<file path="config.mk">
export PLATFORM = sky130hd
export DESIGN_NAME = ifetch_ctrl
export DESIGN_NICKNAME = d
export VERILOG_FILES = /design/src/verilog/lsu_mem_pkg.sv /design/src/verilog/ifetch_ctrl.sv
export SDC_FILE = /design/constraint.sdc
export NUM_CORES = 1
export LEC_CHECK = 0
export ABC_AREA = 1
export BUFFER_PORTS_ARGS = -buffer_cell sky130_fd_sc_hd__buf_2
export CORE_MARGIN = 4
export CORE_UTILIZATION = 45
export CTS_CLUSTER_DIAMETER = 50
export DETAILED_ROUTE_END_ITERATION = 10
export GPL_ROUTABILITY_DRIVEN = 0
export PLACE_DENSITY_LB_ADDON = 0.05
export SYNTH_ARGS = -nofsm -noshare
export SYNTH_HDL_FRONTEND = slang
export SYNTH_SLANG_ARGS = --single-unit
</file>
<file path="constraint.sdc">
create_clock -name clk -period 4.2 [get_ports clk]
set_input_delay 0.84 -clock clk [delete_from_list [all_inputs] [get_ports clk]]
set_output_delay 0.84 -clock clk [all_outputs]
set_load 0.01 [all_outputs]
</file>
<file path="src/verilog/lsu_mem_pkg.sv">
package lsu_mem_pkg;

    localparam int ADDR_W    = 32;                  // byte address width
    localparam int DATA_W    = 32;                  // one memory word
    localparam int MEM_WORDS = 256;                 // 1 KB of storage
    localparam int MEM_IDX_W = $clog2(MEM_WORDS);   // word index bits

    // width of a data port access
    typedef enum logic [1:0] {
        SIZE_B = 2'd0,  // byte
        SIZE_H = 2'd1,  // halfword
        SIZE_W = 2'd2   // word
    } access_size_t;

endpackage
</file>
<file path="src/verilog/ifetch_ctrl.sv">
`timescale 1ns/100ps

module ifetch_ctrl import lsu_mem_pkg::*; (
    input  logic              clk,
    input  logic              reset,
    input  logic              freq_valid,
    input  logic [ADDR_W-1:0] freq_addr,
    output logic              freq_ready,
    output logic              fresp_valid,
    output logic [DATA_W-1:0] fresp_instr,
    output logic              m_req_valid,
    output logic              m_req_wen,
    output logic [ADDR_W-1:0] m_req_addr,
    output logic [DATA_W-1:0] m_req_wdata,
    input  logic              m_req_ready,
    input  logic              m_resp_valid,
    input  logic [DATA_W-1:0] m_resp_rdata
);

    typedef enum logic [2:0] {
        IDLE,
        REQ_LO,
        RESP_LO,
        REQ_HI,
        RESP_HI
    } state_t;

    state_t              state;
    logic [ADDR_W-1:1]   pc;         // halfword address, bit 0 dropped
    logic [ADDR_W-1:0]   word_addr;
    logic [DATA_W/2-1:0] low_half;   // upper half of first word at offset 2

    assign word_addr   = {pc[ADDR_W-1:2], 2'b00};
    assign freq_ready  = state == IDLE;
    assign m_req_valid = state == REQ_LO || state == REQ_HI;
    assign m_req_wen   = 1'b0;       // read only
    assign m_req_wdata = '0;
    assign m_req_addr  = (state == REQ_HI) ? word_addr + ADDR_W'(4) : word_addr;

    always_ff @(posedge clk) begin
        if (reset) begin
            state       <= IDLE;
            fresp_valid <= 1'b0;
        end else begin
            fresp_valid <= 1'b0;
            case (state)
                IDLE:    if (freq_valid) state <= REQ_LO;
                REQ_LO:  if (m_req_ready) state <= RESP_LO;
                RESP_LO: begin
                    if (m_resp_valid) begin
                        if (pc[1]) begin
                            state <= REQ_HI;       // straddles two words
                        end else begin
                            state       <= IDLE;
                            fresp_valid <= 1'b1;
                        end
                    end
                end
                REQ_HI:  if (m_req_ready) state <= RESP_HI;
                RESP_HI: begin
                    if (m_resp_valid) begin
                        state       <= IDLE;
                        fresp_valid <= 1'b1;
                    end
                end
                default: state <= IDLE;
            endcase
        end
    end

    always_ff @(posedge clk) begin
        if (state == IDLE && freq_valid) begin
            pc <= freq_addr[ADDR_W-1:1];
        end
        if (state == RESP_LO && m_resp_valid) begin
            low_half    <= m_resp_rdata[DATA_W-1:DATA_W/2];
            fresp_instr <= m_resp_rdata;
        end
        if (state == RESP_HI && m_resp_valid) begin
            fresp_instr <= {m_resp_rdata[DATA_W/2-1:0], low_half};
        end
    end

endmodule

</file>
==> flow_summary.ini <==
[sta]
skew_ns = 0.0149
timing.final.crit_period_ns = 2.79
rsz0062_at_grt = false
relSlewSlack = 0.311
fmax_mhz = 358
setup_viol = 0
period_share = 0.665
maxSlewViolCount = 0
tns_ns = 0
hold_violations = 0
worst_slew_pin_slew_ns = 1.03

[cells_and_area]
utilization = 0.564
diodes = 0
synthToLayoutAreaGrowth_pct = 20.6
drive_gt1_frac = 0.292
final_area_mm2 = 0.00499
nNetsFinal = 627

[route]
ant_nets = 0
drtPass1Iterations = 4
drc_errors = 0
vias_per_cell = 4.61
vias = 3082
avgRoutedWirePerCell_um = 13.2
drt-total-wl_um = 8840
drt-initial-drc-count = 93

[setup_path]
crit_start = pc[3]
end_kind = output pin
cp_slowest_stage_delay_ns = 0.40
cp_slowest_cell = edfxtp_1
reg2reg_depth = 4
worstSetupStartpointType = flip-flop
cp_max_fo = 4
r2r-start = state[2]
cp_num_buf_inv = 2
path_depth = 9
cp.arrival_ns = 1.95
cp_data_required_time_ns = 3.36
crit_type = reg -> out
cpLargestDelayFamily = simple AND/OR/NAND/NOR gates
path_cells = ha_1 -> inv_1 -> nor2_1 -> nand2_2 -> nor2_1 -> nand4_1 -> nand2_1 -> nand2_1 -> buf_2

[synth]
syn-instance-count = 419
async_flop_share = 0
synth_cell_type_count = 29
synthFlopType = edfxtp_1
synth_area_leaders = edfxtp_1 57%, nand2_1 7.7%, buf_4 6.3%, inv_1 5.1%, nor2_1 4.1%
ys_top_cells_by_count = 85 x nand2_1, 79 x edfxtp_1, 56 x inv_1
avgSynthCellArea_um2 = 9.88
synthesis.area_mm2 = 0.00414
ys_ff_latch = 83
yosysTopAreaCell = edfxtp_1
ys_seq_area_frac = 0.592
yosysMostFrequentCell = nand2_1
synth_edf_count = 79
synth_top_area_share = 0.573
ys_warn_count = 0

[pwr]
clkPwrFrac = 0.234
power_density_mw_per_mm2 = 468
p_comb_frac = 0.251
p_switching_mw = 0.796
power_mw = 2.34
netSwitchingFraction = 0.341
ir_worst_vdd_mv = 0.246
seqPwrFrac = 0.515
power_leakage_nw = 2.34
p_int_mw = 1.54

[run_status]
outcome = complete, no violations

[floorplanning]
die_width_um = 104
die_area_mm2 = 0.0108
core-area_mm2 = 0.00885
die_y_um = 104
boundaryPins = 169
rows = 34
start_util = 0.468

[place]
dp_hpwl_um = 6790
placed_area_mm2 = 0.00481
portBuffers = 132

[hold_path]
holdCritPathClass = reg -> reg
holdPathStages = 3
hp-start = pc[1]

[clock_network]
cts_resized = 0
clkTransAtPathRegs_ns = 0.09
clock_sinks = 83
ctsHoldBuffers = 0
cts_inserted_buffers = 9
clk_latency_ns = 0.35
cts_tree = yes
htreeDepth = 3
clock_path_buffers = 2
root_buffer = clkbuf_8
post_cts_buffers = 0

[grt]
grt_overflow_total = 0
grt_max_degree = 53
antenna_found_initial = 1
grtUsageTotal = 0.164
grt_pass1_vias = 2975
grt_pass1_wl_um = 14200

[run]
cap_viol_max_count = 0
[power by group through the flow]
stage	registers (mW)	clock network, mW	logic (mW)
after floorplan	1.23	0	0.356
after global placement	1.22	0	0.589
after detailed placement	1.22	0	0.599
after CTS	1.21	0.562	0.599
after global routing	1.23	0.598	0.668
final	1.20	0.546	0.587
[routing by layer]
layer / share of wire / wire, µm / global-route usage
met2: 0.49 / 4290 / 0.273
met3: 0.11 / 957 / 0.0850
met5: 0.00079 / 7 / 0
met1: 0.40 / 3500 / 0.187
met4: 0.0095 / 84 / 0.0418
[worst reg2reg max path, delay by kind of cell (launching register included)]
family | cells | cell delay, ns
buffers and inverters | 1 | 0.33
DFF | 1 | 0.42
and+or+nand+nor | 3 | 0.94
[path summary, 6_finish.rpt]
kind	end	slack, ns
worst min-delay path	fresp_valid	0.57
worst max register to register	low_half[9]	2.22
worst max-delay path	m_req_addr[30]	1.41
worst min register to register	fresp_valid	0.57
[cell type report]
| class | instances | area [µm²] |
|---|---|---|
| inverter | 57 | 214 |
| tap | 108 | 135 |
| clock inverter | 6 | 57.6 |
| clock buffer | 9 | 124 |
| timing repair buffer | 135 | 683 |
| fill | 821 | 3860 |
| multi-input combinational | 271 | 1330 |
| sequential | 83 | 2450 |
[registers in the layout, indices dropped and copies added (netlist names)]
| signal | flops |
|---|---|
| fresp_instr | 32 |
| state | 3 |
| pc | 31 |
| low_half | 16 |
| fresp_valid | 1 |
[kinds of logic after synthesis]
logic type      after synthesis  share of synthesized area
compound gates               40                     0.0493
xor+xnor                     18                     0.0381
other cells                   1                   0.000906
simple gates                177                      0.193
buf+inv                      99                      0.123
fa+ha+maj                     1                    0.00302
flops                        83                      0.592
[metrics by stage]
stage	setup slack, ns	hold slack (ns)	cells
floorplan	0.541	0.507	453
global placement	1.80	0.552	654
detailed placement	1.74	0.556	654
CTS	1.34	0.582	669
global route	1.14	0.605	669
finish	1.41	0.575	669
[cell usage in the layout (no fill, tap or decap), types with 2 or more instances in the layout]
master    count
a21oi_1      19
buf_2       132
buf_4         3
clkbuf_8      9
conb_1       35
dfxtp_1       4
edfxtp_1     79
inv_1        56
inv_6         3
inv_8         2
nand2_1      85
nand2_2       2
nand3_1      20
nand3_2       2
nand3b_1      2
nand4_1      10
nor2_1       44
nor2_2        2
nor2_4        3
nor3_1        4
o21ai_0      12
o21ai_1       6
xnor2_1       7
xor2_1       11
(Power assumes the default switching activity.)
