## src/verilog/lsu_mem_pkg.sv

```systemverilog
package lsu_mem_pkg;

    localparam int ADDR_W    = 32;                  // byte address width
    localparam int DATA_W    = 32;                  // one memory word
    localparam int MEM_WORDS = 256;                 // 1 KB of storage
    localparam int MEM_IDX_W = $clog2(MEM_WORDS);   // word index bits

    // width of a data port access
    typedef enum logic [1:0] {
        SIZE_B = 2'd0,  // byte
        SIZE_H = 2'd1,  // halfword
        SIZE_W = 2'd2   // word
    } access_size_t;

endpackage
```

## src/verilog/daccess_ctrl.sv

```systemverilog
`timescale 1ns/100ps

module daccess_ctrl import lsu_mem_pkg::*; (
    input  logic              clk,
    input  logic              reset,
    input  logic              dreq_valid,
    input  logic              dreq_wen,
    input  access_size_t      dreq_size,
    input  logic [ADDR_W-1:0] dreq_addr,
    input  logic [DATA_W-1:0] dreq_wdata,
    output logic              dreq_ready,
    output logic              dresp_valid,
    output logic [DATA_W-1:0] dresp_rdata,
    output logic              m_req_valid,
    output logic              m_req_wen,
    output logic [ADDR_W-1:0] m_req_addr,
    output logic [DATA_W-1:0] m_req_wdata,
    input  logic              m_req_ready,
    input  logic              m_resp_valid,
    input  logic [DATA_W-1:0] m_resp_rdata
);

    typedef enum logic [3:0] {
        IDLE,
        RD_REQ,
        RD_RESP,
        RD_REQ2,
        RD_RESP2,
        MERGE,
        WR_REQ,
        WR_RESP,
        WR_REQ2,
        WR_RESP2
    } state_t;

    state_t state;

    // latched request
    logic              req_wen;
    access_size_t      req_size;
    logic [ADDR_W-1:0] req_addr;
    logic [DATA_W-1:0] req_wdata;

    logic [DATA_W-1:0] rd_lo;   // aligned word
    logic [DATA_W-1:0] rd_hi;   // following word when crossing
    logic [DATA_W-1:0] wr_lo;
    logic [DATA_W-1:0] wr_hi;

    logic [1:0]          offset;
    logic [4:0]          shamt;
    logic [ADDR_W-1:0]   addr_lo;
    logic [ADDR_W-1:0]   addr_hi;
    logic                crosses;
    logic                full_word;
    logic [DATA_W-1:0]   size_mask;
    logic [2*DATA_W-1:0] byte_mask;
    logic [2*DATA_W-1:0] old_pair;
    logic [2*DATA_W-1:0] new_pair;
    logic [2*DATA_W-1:0] merged;
    logic [2*DATA_W-1:0] load_pair;
    logic [DATA_W-1:0]   load_data;

    assign offset  = req_addr[1:0];
    assign shamt   = {offset, 3'b000};
    assign addr_lo = {req_addr[ADDR_W-1:2], 2'b00};
    assign addr_hi = addr_lo + ADDR_W'(4);
    assign crosses = (req_size == SIZE_W && offset != 2'd0) ||
                     (req_size == SIZE_H && offset == 2'd3);

    // aligned word store needs no read phase
    assign full_word = dreq_wen && dreq_size == SIZE_W && dreq_addr[1:0] == 2'b00;

    always_comb begin
        case (req_size)
            SIZE_B:  size_mask = DATA_W'(32'h0000_00ff);
            SIZE_H:  size_mask = DATA_W'(32'h0000_ffff);
            default: size_mask = '1;
        endcase
    end

    // both words viewed as one little-endian byte string
    assign old_pair  = {rd_hi, rd_lo};
    assign byte_mask = {{DATA_W{1'b0}}, size_mask} << shamt;
    assign new_pair  = {{DATA_W{1'b0}}, req_wdata} << shamt;
    assign merged    = (old_pair & ~byte_mask) | (new_pair & byte_mask);
    assign load_pair = old_pair >> shamt;
    assign load_data = load_pair[DATA_W-1:0] & size_mask;  // zero fill above size

    assign dreq_ready  = state == IDLE;
    assign m_req_valid = state inside {RD_REQ, RD_REQ2, WR_REQ, WR_REQ2};
    assign m_req_wen   = state inside {WR_REQ, WR_REQ2};
    assign m_req_addr  = (state == RD_REQ2 || state == WR_REQ2) ? addr_hi : addr_lo;
    assign m_req_wdata = (state == WR_REQ2) ? wr_hi : wr_lo;

    always_ff @(posedge clk) begin
        if (reset) begin
            state       <= IDLE;
            dresp_valid <= 1'b0;
        end else begin
            dresp_valid <= 1'b0;
            case (state)
                IDLE: begin
                    if (dreq_valid) begin
                        state <= full_word ? WR_REQ : RD_REQ;
                    end
                end
                RD_REQ: begin
                    if (m_req_ready) begin
                        state <= RD_RESP;
                    end
                end
                RD_RESP: begin
                    if (m_resp_valid) begin
                        state <= crosses ? RD_REQ2 : MERGE;
                    end
                end
                RD_REQ2: begin
                    if (m_req_ready) begin
                        state <= RD_RESP2;
                    end
                end
                RD_RESP2: begin
                    if (m_resp_valid) begin
                        state <= MERGE;
                    end
                end
                MERGE: begin
                    if (req_wen) begin
                        state <= WR_REQ;
                    end else begin
                        state       <= IDLE;
                        dresp_valid <= 1'b1;   // load result ready
                    end
                end
                WR_REQ: begin
                    if (m_req_ready) begin
                        state <= WR_RESP;
                    end
                end
                WR_RESP: begin
                    if (m_resp_valid) begin
                        if (crosses) begin
                            state <= WR_REQ2;
                        end else begin
                            state       <= IDLE;
                            dresp_valid <= 1'b1;
                        end
                    end
                end
                WR_REQ2: begin
                    if (m_req_ready) begin
                        state <= WR_RESP2;
                    end
                end
                WR_RESP2: begin
                    if (m_resp_valid) begin
                        state       <= IDLE;
                        dresp_valid <= 1'b1;
                    end
                end
                default: state <= IDLE;
            endcase
        end
    end

    always_ff @(posedge clk) begin
        if (state == IDLE && dreq_valid) begin
            req_wen     <= dreq_wen;
            req_size    <= dreq_size;
            req_addr    <= dreq_addr;
            req_wdata   <= dreq_wdata;
            wr_lo       <= dreq_wdata;  // used as is by aligned word store
            dresp_rdata <= '0;          // stores answer with zero
        end
        if (state == RD_RESP && m_resp_valid) begin
            rd_lo <= m_resp_rdata;
        end
        if (state == RD_RESP2 && m_resp_valid) begin
            rd_hi <= m_resp_rdata;
        end
        if (state == MERGE) begin
            wr_lo <= merged[DATA_W-1:0];
            wr_hi <= merged[2*DATA_W-1:DATA_W];
            if (!req_wen) begin
                dresp_rdata <= load_data;
            end
        end
    end

    // arbiter routes responses only while this side waits for one
    assert property (@(posedge clk) disable iff (reset)
        m_resp_valid |-> state inside {RD_RESP, RD_RESP2, WR_RESP, WR_RESP2});

endmodule

```

## config.mk

```make
export PLATFORM = sky130hd
export DESIGN_NAME = daccess_ctrl
export DESIGN_NICKNAME = d
export VERILOG_FILES = /design/src/verilog/lsu_mem_pkg.sv /design/src/verilog/daccess_ctrl.sv
export SDC_FILE = /design/constraint.sdc
export NUM_CORES = 1
export LEC_CHECK = 0
export ABC_AREA = 0
export BUFFER_PORTS_ARGS = -buffer_cell sky130_fd_sc_hd__buf_4
export CAP_MARGIN = 20
export CORE_UTILIZATION = 40
export CTS_CLUSTER_DIAMETER = 50
export CTS_CLUSTER_SIZE = 30
export DETAILED_ROUTE_END_ITERATION = 10
export GPL_TIMING_DRIVEN = 0
export HOLD_SLACK_MARGIN = 0.1
export PLACE_DENSITY_LB_ADDON = 0.2
export SLEW_MARGIN = 15
export SYNTH_ARGS = -nofsm -noshare
export SYNTH_HDL_FRONTEND = slang
export SYNTH_SLANG_ARGS = --single-unit
```

## constraint.sdc

```tcl
create_clock -name clk -period 8.8 [get_ports clk]
set_input_delay 0.88 -clock clk [delete_from_list [all_inputs] [get_ports clk]]
set_output_delay 0.88 -clock clk [all_outputs]
set_load 0.01 [all_outputs]
```

==> results.ini <==
[global_route]
track_usage=0.2291
grt_pass1_vias=7073
antenna_found_initial=1
grt_overflow=0
grt_pass1_wl_mm=44.85
grt_start_max_net_pins=56

[timing]
layout_setup_ws_ns=5.190
drv_slew=0
tns_ns=0
report.final.hold_viol_count=0
fin_skew_ns=0.03028
rsz0062_at_grt=no
slew_headroom=0.4738
period_share=0.4102
fin_crit_ns=3.610
worst_slew_pin_slew_ns=0.7894
fmax_mhz=277.0
setup_viol_count_final=0

[layout]
multi_input_area_sq_um=3731
drive_above_1_share=0.3320
fin_nets=1081
fin_area_sq_um=13500
final_cell_count_no_fill=1332
final_common_cell=buf_4
final_cell_mix=buf_4, edfxtp_1, nand2_1
area_growth_pct=28.07
fillers=2290
antenna_cells=0
regArea_sq_um=6596

[placed_design]
place.gp.congestion=0.8891
place_hpwl_mm=22.65
portBuffers=201
pre_cts_ws_ns=5.746
placed_area_sq_um=12600
dp.cells=1282

[yosys]
synth_top_area_cell=edfxtp_1
ys.flop_type=edfxtp_1
ys_ff_latch=232
ys_seq_area_frac=0.6258
synth_top_area_frac=0.5556
async_flop_share=0
synth_edf_count=195
synth_cell_types=53
syn_area_per_cell_sq_um=14.24
synth_area_sq_um=10540
synth_cells=740
yosys-top-cells-area=edfxtp_1, dfxtp_1, mux4_2, mux2i_1, mux2_1
synth_warnings=0

[cts]
post-cts-setup-buffers=0
clockRootBuffer=clkbuf_16
hold_buffers=0
clock_path_buffers=3
clock_latency_ns=0.54
cts.clk_slew.worst_paths_ns=0.06
cts_tree=built
clock_sinks=232
cts_resized=0
h-tree-depth=1
cts_buffers=27

[routing]
final_antenna_net_count=0
drt_wl_total_mm=30.76
drt_iter0_markers=705
via_per_inst=5.594
remaining_drc_errors=0
drt_pass1_iterations=5
vias=7451
post_drt_wl_per_cell_um=23.10

[worst_setup_path]
worstSetupPathType=register to primary output
r2r_slack_ns=5.96
crit_top_cell=buf_2
crit_fanout=10
crit_slowest_cell=mux2_1
cp_cell_sequence=buf_2 > nor2_1 > and3_1 > clkbuf_1 > buf_2 > mux2_1 > buf_4
cp_data_required_time_ns=7.92
arrival_ns=2.73
critPathCaptureType=primary output
start_kind=register
slowest_delay_ns=0.40
crit_family=buffers and inverters
worst-path-buf-inv=4

[floorplan]
die_y_um=164.3
core_area_sq_um=25980
die_w_um=164.3
die-area_sq_um=27000
initial_core_util=0.4056
core.rowCount=59
top_level_ports=204

[pwr]
intPower_uw=2614
swShare=0.3339
finalPower_uw=3924
p_clk_frac=0.283
comb_power_share=0.309
switchingPower_uw=1310
p_per_area_nw_per_um2=290.7
leakage_uw=0.005073
ir_worst_vdd_mv=0.1593
seq_power_share=0.408

[run_status]
outcome=finished, final reports clean

[job]
maxCapViolations=0

[worst_hold_path]
hp-class=register to register

[path summary, 6_finish.rpt]
path	depth (start not counted)	end	startpoint
worst max-delay path	7	m_req_wdata[26]	state[1]$_SDFFE_PP0P_
worst min-delay path	0	wr_hi[24]$_DFFE_PN_	rd_hi[24]$_DFFE_PP_
worst max register to register	7	wr_hi[3]$_DFFE_PN_	state[0]$_SDFFE_PP0P_
worst min register to register	0	wr_hi[24]$_DFFE_PN_	rd_hi[24]$_DFFE_PP_
[stage by stage]
stage	hold slack, ns	util
after CTS	0.4202	0.5195
after global placement	0.4011	0.4800
after global routing	0.4272	0.5195
final	0.4206	0.5195
after floorplan	0.4003	-
after detailed placement	0.4045	0.4850
[logic make-up (layout without fill, tap and decap cells)]
logic type | count (synthesis) | after routing | synth area share
simple gates | 167 | 167 | 0.08286
mux | 122 | 122 | 0.1588
flops | 232 | 232 | 0.6258
fa+ha+maj | 1 | 1 | 0.001187
other cells | 1 | 2 | 0.0003558
compound gates | 138 | 138 | 0.08559
buf+inv | 50 | 306 | 0.02125
xor+xnor | 29 | 29 | 0.02410
[metal layers]
layer  GRT usage  vias up  routed length [um]
met5           0        -                  10
met4     0.06313        2                 789
met3     0.04773       45                3062
met2      0.3473      400               13530
met1      0.3317     3632               13370
li1            -     3372                   -
[sequential cells by signal, summed over array words and instances, names as in the netlist]
register / count
rd_lo: 32
state: 4
dresp_rdata: 32
wr_hi: 32
dresp_valid: 1
wr_lo: 32
req_wdata: 32
req_size: 2
rd_hi: 32
req_wen: 1
req_addr: 32
[layout make-up]
class / instances / share of cell area
buffer: 46 / 0.01548
clock buffer: 28 / 0.05033
clock inverter: 22 / 0.01613
inverter: 4 / 0.001112
multi-input combinational: 459 / 0.2764
sequential: 232 / 0.4886
tap: 335 / 0.03105
timing repair buffer: 206 / 0.1209
[worst reg2reg max path, cell delays in order, from the launching register on]
cell and delay, ns:
dfxtp_1 0.32, buf_2 0.18, nor2b_1 0.18, nand2_1 0.16, clkbuf_1 0.48, clkbuf_1 0.57, inv_2 0.40, buf_16 0.29
[cells in the mapped netlist, types with 8 or more instances]
cell type and number:
mux2i_1 48, mux2_2 11, a32o_1 16, buf_2 17, nor2_1 17, mux2_1 31
a21oi_1 18, clkbuf_1 21, nand4_1 8, a22o_1 16, nand3_1 13, o21ai_0 61
xnor2_1 21, xor2_1 8, nor2b_1 12, o211ai_1 9, dfxtp_1 37, edfxtp_1 195
mux4_2 32, nand2_1 71
[power by group through the flow]
stage,Clock (uW),Combinational [uW],Sequential [uW]
2_1_floorplan,0,683,1580
3_3_place_gp,0,1170,1630
3_5_place_dp,0,1210,1620
4_1_cts,1130,1220,1600
5_1_grt,1170,1310,1620
6_report,1110,1210,1600
No activity file was read; power rests on OpenSTA's default activity.
