--- src/verilog/lsu_mem_pkg.sv ---
package lsu_mem_pkg;

    localparam int ADDR_W    = 32;                  // byte address width
    localparam int DATA_W    = 32;                  // one memory word
    localparam int MEM_WORDS = 256;                 // 1 KB of storage
    localparam int MEM_IDX_W = $clog2(MEM_WORDS);   // word index bits

    // width of a data port access
    typedef enum logic [1:0] {
        SIZE_B = 2'd0,  // byte
        SIZE_H = 2'd1,  // halfword
        SIZE_W = 2'd2   // word
    } access_size_t;

endpackage
--- src/verilog/mem_arbiter.sv ---
`timescale 1ns/100ps

module mem_arbiter import lsu_mem_pkg::*; (
    input  logic              clk,
    input  logic              reset,
    input  logic              d_req_valid,
    input  logic              d_req_wen,
    input  logic [ADDR_W-1:0] d_req_addr,
    input  logic [DATA_W-1:0] d_req_wdata,
    output logic              d_req_ready,
    output logic              d_resp_valid,
    output logic [DATA_W-1:0] d_resp_rdata,
    input  logic              f_req_valid,
    input  logic              f_req_wen,
    input  logic [ADDR_W-1:0] f_req_addr,
    input  logic [DATA_W-1:0] f_req_wdata,
    output logic              f_req_ready,
    output logic              f_resp_valid,
    output logic [DATA_W-1:0] f_resp_rdata,
    output logic              mem_req_valid,
    output logic              mem_req_wen,
    output logic [ADDR_W-1:0] mem_req_addr,
    output logic [DATA_W-1:0] mem_req_wdata,
    input  logic              mem_req_ready,
    input  logic              mem_resp_valid,
    input  logic [DATA_W-1:0] mem_resp_rdata
);

    logic last_f;       // fetch port won the last grant
    logic outstanding;  // one access in flight
    logic owner_f;      // response belongs to fetch port
    logic grant_d;
    logic grant_f;
    logic accept;

    // when both ask, the side that did not win last time goes first
    assign grant_f = !outstanding && f_req_valid && (!d_req_valid || !last_f);
    assign grant_d = !outstanding && d_req_valid && !grant_f;

    assign mem_req_valid = grant_d || grant_f;
    assign mem_req_wen   = grant_f ? f_req_wen   : d_req_wen;
    assign mem_req_addr  = grant_f ? f_req_addr  : d_req_addr;
    assign mem_req_wdata = grant_f ? f_req_wdata : d_req_wdata;
    assign accept        = mem_req_valid && mem_req_ready;

    assign d_req_ready = grant_d && mem_req_ready;  // loser sees ready low
    assign f_req_ready = grant_f && mem_req_ready;

    assign d_resp_valid = mem_resp_valid && !owner_f;
    assign f_resp_valid = mem_resp_valid && owner_f;
    assign d_resp_rdata = mem_resp_rdata;
    assign f_resp_rdata = mem_resp_rdata;

    always_ff @(posedge clk) begin
        if (reset) begin
            last_f      <= 1'b0;
            outstanding <= 1'b0;
            owner_f     <= 1'b0;
        end else if (accept) begin
            last_f      <= grant_f;
            outstanding <= 1'b1;
            owner_f     <= grant_f;
        end else if (mem_resp_valid) begin
            outstanding <= 1'b0;
        end
    end

    // memory must not answer anything it was not given
    assert property (@(posedge clk) disable iff (reset)
        mem_resp_valid |-> outstanding);

endmodule

--- config.mk ---
export PLATFORM = sky130hd
export DESIGN_NAME = mem_arbiter
export DESIGN_NICKNAME = d
export VERILOG_FILES = /design/src/verilog/lsu_mem_pkg.sv /design/src/verilog/mem_arbiter.sv
export SDC_FILE = /design/constraint.sdc
export NUM_CORES = 1
export LEC_CHECK = 0
export BUFFER_PORTS_ARGS = -buffer_cell sky130_fd_sc_hd__buf_2
export CAP_MARGIN = 25
export CELL_PAD_IN_SITES_DETAIL_PLACEMENT = 1
export CELL_PAD_IN_SITES_GLOBAL_PLACEMENT = 1
export CORE_AREA = 2 2 118 120
export DETAILED_ROUTE_END_ITERATION = 8
export DIE_AREA = 0 0 120 122
export GPL_TIMING_DRIVEN = 0
export MAX_ROUTING_LAYER = met4
export PLACE_DENSITY = 0.71
export SYNTH_ARGS = -nofsm -noshare
export SYNTH_HDL_FRONTEND = slang
export SYNTH_SLANG_ARGS = --single-unit
--- constraint.sdc ---
create_clock -name clk -period 1.69 [get_ports clk]
set_input_delay 0.169 -clock clk [delete_from_list [all_inputs] [get_ports clk]]
set_output_delay 0.169 -clock clk [all_outputs]
set_load 0.01 [all_outputs]
==> results of run 1 <==
## stage by stage
| stage | area (µm²) | hold slack, ps | total power, µW | TNS (ps) | util |
|---|---|---|---|---|---|
| after global placement | 3240 | 344 | 1090 | 0 | 0.240 |
| final | 3720 | 119 | 1660 | -7610 | 0.276 |
| after floorplan | 1670 | 238 | 684 | 0 | - |
| after global routing | 3720 | 130 | 1750 | -10930 | 0.276 |
| after CTS | 3710 | 120 | 1670 | -8740 | 0.275 |
| after detailed placement | 3240 | 350 | 1110 | 0 | 0.240 |
## cells by family after synthesis
family,count (synthesis),synth area share
flops,2,0.0240
simple gates,12,0.0428
compound gates,4,0.0165
buf+inv,71,0.365
mux,65,0.552
## sequential cells by signal, summed over array words and instances, names as in the netlist
| name | flops |
|---|---|
| outstanding | 1 |
| owner_f | 1 |
## cell usage in the layout, fill, tap and decap left out, drive strengths merged
cell	instances
buf	345
mux2	65
nor2	5
nor2b	4
clkbuf	3
dfxtp	2
a21bo	1
nand3b	1
and2	1
a22oi	1
nand2b	1
o21ai	1
a21oi	1
## worst paths after layout
kind	startpoint	endpoint	slack [ps]
setup / recovery	owner_f$_SDFFE_PP0P_	mem_req_wdata[24]	-140
hold / removal	reset	owner_f$_SDFFE_PP0P_	120
setup reg to reg	owner_f$_SDFFE_PP0P_	owner_f$_SDFFE_PP0P_	730
hold reg to reg	outstanding$_SDFFE_PP0P_	outstanding$_SDFFE_PP0P_	540
## power groups by stage
| stage | logic, µW | clock network, µW | registers (µW) |
|---|---|---|---|
| after CTS | 1250 | 359 | 54.7 |
| after global routing | 1330 | 364 | 55.2 |
| after global placement | 1030 | 0 | 56.3 |
| after detailed placement | 1060 | 0 | 56.6 |
| final | 1250 | 354 | 54.7 |
| after floorplan | 629 | 0 | 55.4 |
## repair_timing
action,4_1_cts,5_1_grt
hold buffers,0,0
setup endpoints to repair,65,65
setup buffers,3,1
cloned,2,0
gates resized for setup,55,10
## worst max-delay path: cells and delay by family, from the launching register on
kind,cells,cell delay (ps)
AND/OR/NAND/NOR,1,120
AO/OA/AOI/OAI,1,210
multiplexers,1,300
buffers and inverters,3,460
flip-flops,1,330
## per-layer routing
metal  vias to the layer above  part of all wire  global-route usage
met5                         -                 0                   -
met4                         0             0.016              0.0250
met3                        11             0.098              0.0201
met2                       155              0.56               0.199
met1                       976              0.32              0.0925
li1                       1016                 -                   -
## cell type report
type	instances	area (µm²)	area share
plain buffers	71	616	0.165
clock buffers	3	75.1	0.0202
multi-input cells	81	1040	0.280
flip-flops and latches	2	43.8	0.0118
well taps	180	225	0.0605
repair buffers	274	1720	0.462
==> results.sh, run 1 <==
export IMPL_cts_max_level=1
export IMPL_yosysUniqueCellTypes=15
export IMPL_worstSkewPairLatency_ps=220
export IMPL_synth_edf_count=0
export IMPL_power_switching_uw=517
export IMPL_syn_avg_cell_area_um2=10.8
export IMPL_crit_slowest_cell="dfxtp_4"
export IMPL_synth_warnings=0
export IMPL_rows=43
export IMPL_overflow=0
export IMPL_ant_nets=0
export IMPL_via_per_inst=3.53
export IMPL_ys_ff_latch=2
export IMPL_cts_tree="yes"
export IMPL_io_pins=302
export IMPL_synthesis_nets=322
export IMPL_power_frac_seq=0.033
export IMPL_coreArea_um2=13500
export IMPL_fin_ws_ps=-143
export IMPL_grt_pass1_vias=2278
export IMPL_crit_chain="a21bo_4, nor2_4, buf_12, buf_12, mux2_4, buf_2"
export IMPL_wirelength_um=7940
export IMPL_drv_cap=0
export IMPL_grt_max_degree=11
export IMPL_crit_path_end_kind="primary output"
export IMPL_synth_area_leaders="mux2_4 45%, buf_4 29%, mux2_2 10%, buf_12 7.2%, dfxtp_1 2.4%"
export IMPL_hold_depth=2
export IMPL_yosys_area_top_type_share=0.450
export IMPL_drcViolationCount=0
export IMPL_p_sw_frac=0.311
export IMPL_setup_viol=65
export IMPL_arrival_ps=1660
export IMPL_syn_inst=154
export IMPL_worst_hold_path_type="primary input to flip-flop"
export IMPL_die_w_um=120
export IMPL_slew_viol_final=0
export IMPL_yosysSeqAreaShare=0.0240
export IMPL_clock_skew_ps=0.352
export IMPL_tightest_slew_ps=208
export IMPL_rsz0062_at_grt="yes"
export IMPL_cts_path_max_buffers=2
export IMPL_worstRegToRegCells=4
export IMPL_track_usage=0.0979
export IMPL_ys_flop_type="dfxtp_1"
export IMPL_antenna_found_initial=0
export IMPL_power_frac_comb=0.754
export IMPL_critPathRequiredTime_ps=1520
export IMPL_drtIter0Drc=40
export IMPL_drive_above_1_share=0.965
export IMPL_antenna_cells=0
export IMPL_die_area_um2=14600
export IMPL_place_congestion=0.717
export IMPL_status="finished, violations left"
export IMPL_setup_worst_path_start_class="flip-flop"
export IMPL_post_route_period_util=1.08
export IMPL_maxSlewHeadroom=0.861
export IMPL_power_leakage_uw=0.00213
export IMPL_chipHeight_um=122
export IMPL_cts_clk_slew_worst_paths_ps=30
export IMPL_yosys_top_cells_count="65 x buf_4, 50 x mux2_4, 15 x mux2_2"
export IMPL_p_int_uw=1150
export IMPL_cpMostUsedCell="buf_12"
export IMPL_fmax_mhz=545
export IMPL_netlist_area_um2=1670
export IMPL_yosys_area_top_type="mux2_4"
export IMPL_ir_worst_vdd_v=0.000247
export IMPL_nFillCells=1641
export IMPL_yosysMostFrequentCell="buf_4"
export IMPL_violations="negative setup slack"
export IMPL_async_reset_ff_frac=0
export IMPL_drt_pass1_iter_count=3
export IMPL_p_clk_frac=0.213
export IMPL_syn_to_final_growth_pct=123
export IMPL_power_density_nw_per_um2=447
export IMPL_wl_per_cell_um=13.0
export IMPL_initial_core_util=0.123
export IMPL_dpl_cell_count=603
export IMPL_numCtsBuffers=3
export IMPL_finalHoldViolCount=0
export IMPL_dp_hpwl_um=6680
export IMPL_dp_slack_ps=9.64
export IMPL_vias=2158
export IMPL_root_buffer="clkbuf_16"
export IMPL_port_buffer_count=269
export IMPL_num_nets_final=601
export IMPL_final_cells=611
export IMPL_worst_path_max_fanout=10
export IMPL_slowest_delay_ps=330
export IMPL_min_period_ps=1830
export IMPL_grt_pass1_wl_um=11200
export IMPL_worstSetupPathType="flip-flop to primary output"
export IMPL_cts_sinks=2
Note: power is estimated with default switching activity, not from simulation.
==> inputs of run 2 (changes only) <==
REMOVE_ABC_BUFFERS = 1   (was not set)
==> run 2 against run 1 <==
  * The flow still finishes with violations (negative setup slack)
  * Cell area is 24% lower
  * Count of clock-buffer cells in the layout stayed put
  * Worst setup slack worse by 2.6 ps
  * Clock power hardly changed
  * Sequential share of layout area is 0.28 points higher
  * Critical path type unchanged
  * Sequential power is 2% higher
==> results.sh, run 2 (synthesis results as in run 1) <==
export IMPL_crit_path_end_kind="primary output"
export IMPL_cts_max_level=1
export IMPL_rows=43
export IMPL_ant_nets=0
export IMPL_violations="negative setup slack"
export IMPL_initial_core_util=0.123
export IMPL_min_period_ps=1840
export IMPL_grt_pass1_vias=1791
export IMPL_crit_chain="a21bo_4, nor2_4, buf_12, clkbuf_16, mux2_4, buf_6"
export IMPL_root_buffer="clkbuf_16"
export IMPL_die_area_um2=14600
export IMPL_via_per_inst=3.69
export IMPL_power_leakage_uw=0.00155
export IMPL_worstSetupPathType="flip-flop to primary output"
export IMPL_final_common_cell="buf_2"
export IMPL_overflow=0
export IMPL_largest_registers="outstanding: 1 flops, owner_f: 1 flops"
export IMPL_vias=1785
export IMPL_place_congestion=0.659
export IMPL_worst_hold_path_type="primary input to flip-flop"
export IMPL_drcViolationCount=0
export IMPL_rsz0062_at_grt="yes"
export IMPL_num_nets_final=474
export IMPL_fin_tns_setup_ps=-7410
export IMPL_post_route_period_util=1.09
export IMPL_worstSkewPairLatency_ps=220
export IMPL_cts_sinks=2
export IMPL_grt_pass1_wl_um=11700
export IMPL_clock_skew_ps=0.417
export IMPL_antenna_cells=0
export IMPL_worst_path_max_fanout=6
export IMPL_fin_ws_ps=-146
export IMPL_drv_cap=0
export IMPL_wl_per_cell_um=18.9
export IMPL_setup_worst_path_start_class="flip-flop"
export IMPL_power_density_nw_per_um2=488
export IMPL_final_cell_mix="172 x buf_2, 55 x mux2_4, 35 x buf_6, 10 x mux2_2"
export IMPL_chipHeight_um=122
export IMPL_drtIter0Drc=23
export IMPL_numCtsBuffers=3
export IMPL_hold_ws_ps=123
export IMPL_cts_tree="yes"
export IMPL_fmax_mhz=545
export IMPL_dpl_cell_area_um2=2350
export IMPL_die_w_um=120
export IMPL_drt_pass1_iter_count=4
export IMPL_status="finished, violations left"
export IMPL_grt_max_degree=17
export IMPL_io_pins=302
export IMPL_design_area_um2=2840
export IMPL_maxSlewHeadroom=0.850
export IMPL_coreArea_um2=13500
export IMPL_cts_clk_slew_worst_paths_ps=30
export IMPL_antenna_found_initial=0
export IMPL_drive_above_1_share=0.951
export IMPL_dp_hpwl_um=7360
export IMPL_critPathRequiredTime_ps=1520
export IMPL_tightest_slew_ps=224
export IMPL_ir_worst_vdd_v=0.000196
export IMPL_crit_slowest_cell="dfxtp_2"
export IMPL_wirelength_um=9170
export IMPL_cts_path_max_buffers=2
export IMPL_slew_viol_final=0
export IMPL_arrival_ps=1670
export IMPL_slowest_delay_ps=310
export IMPL_critPathTopFamily="buffers and inverters"
export IMPL_setup_viol=65
export IMPL_critPathBufInv=3
export IMPL_port_buffer_count=205
export IMPL_finalHoldViolCount=0
export IMPL_track_usage=0.113
export IMPL_ctsHoldBuffers=0
export IMPL_syn_to_final_growth_pct=70.4
[run 2: cell count changes in the layout (fill, tap and decap cells not counted), sizes merged]
cell,delta
buf,-128
clkbuf,+1
[run 2: area by class of cell]
cell class | count | area (µm²)
Fill cell | 1622 | 10700
Timing Repair Buffer | 218 | 1460
Multi-Input combinational cell | 81 | 1040
Tap cell | 180 | 225
Clock buffer | 3 | 75.1
Sequential cell | 2 | 41.3
[run 2: repair_timing]
item / 4_1_cts / 5_1_grt
endpoints found under the setup margin: 65 / 65
resized for setup: 49 / 2
pin swaps: 2 / 2
gates cloned: 3 / 1
setup buffers: 5 / 2
[run 2: report_power, final]
group          switching [µW]  internal (µW)  leakage [µW]
combinational             360            614       0.00150
clock                    55.2            301     0.0000370
sequential               4.29           51.4     0.0000169
total                     420            966       0.00155
[run 2: worst reg2reg max path: stages (launching register included)]
cell,delay (ps)
dfxtp_2,310
buf_4,120
buf_4,130
nor2b_1,150
a22oi_1,110
nor2_1,80
[run 2: final timing paths]
| check | start | endpoint | cells after the start | slack (ps) |
|---|---|---|---|---|
| worst min register to register | outstanding$_SDFFE_PP0P_ | outstanding$_SDFFE_PP0P_ | 2 | 550 |
| worst max register to register | owner_f$_SDFFE_PP0P_ | owner_f$_SDFFE_PP0P_ | 5 | 710 |
| worst min-delay path | reset | owner_f$_SDFFE_PP0P_ | 2 | 120 |
| worst max-delay path | owner_f$_SDFFE_PP0P_ | mem_req_wdata[29] | 6 | -150 |
[run 2: metrics by stage]
stage / util / total power [µW] / std cells / setup WS [ps]
after floorplan: - / 479 / 83 / -856
after global placement: 0.171 / 809 / 468 / -1410
after detailed placement: 0.174 / 829 / 470 / -627
after CTS: 0.207 / 1380 / 481 / -191
after global routing: 0.210 / 1460 / 484 / -205
final: 0.210 / 1390 / 484 / -146
[run 2: per-layer routing]
metal	global-route usage	routed length, µm	vias to the layer above
met4	0.0132	31	0
met1	0.107	3040	807
met5	-	0	-
met3	0.127	2110	4
li1	-	-	767
met2	0.158	3980	207
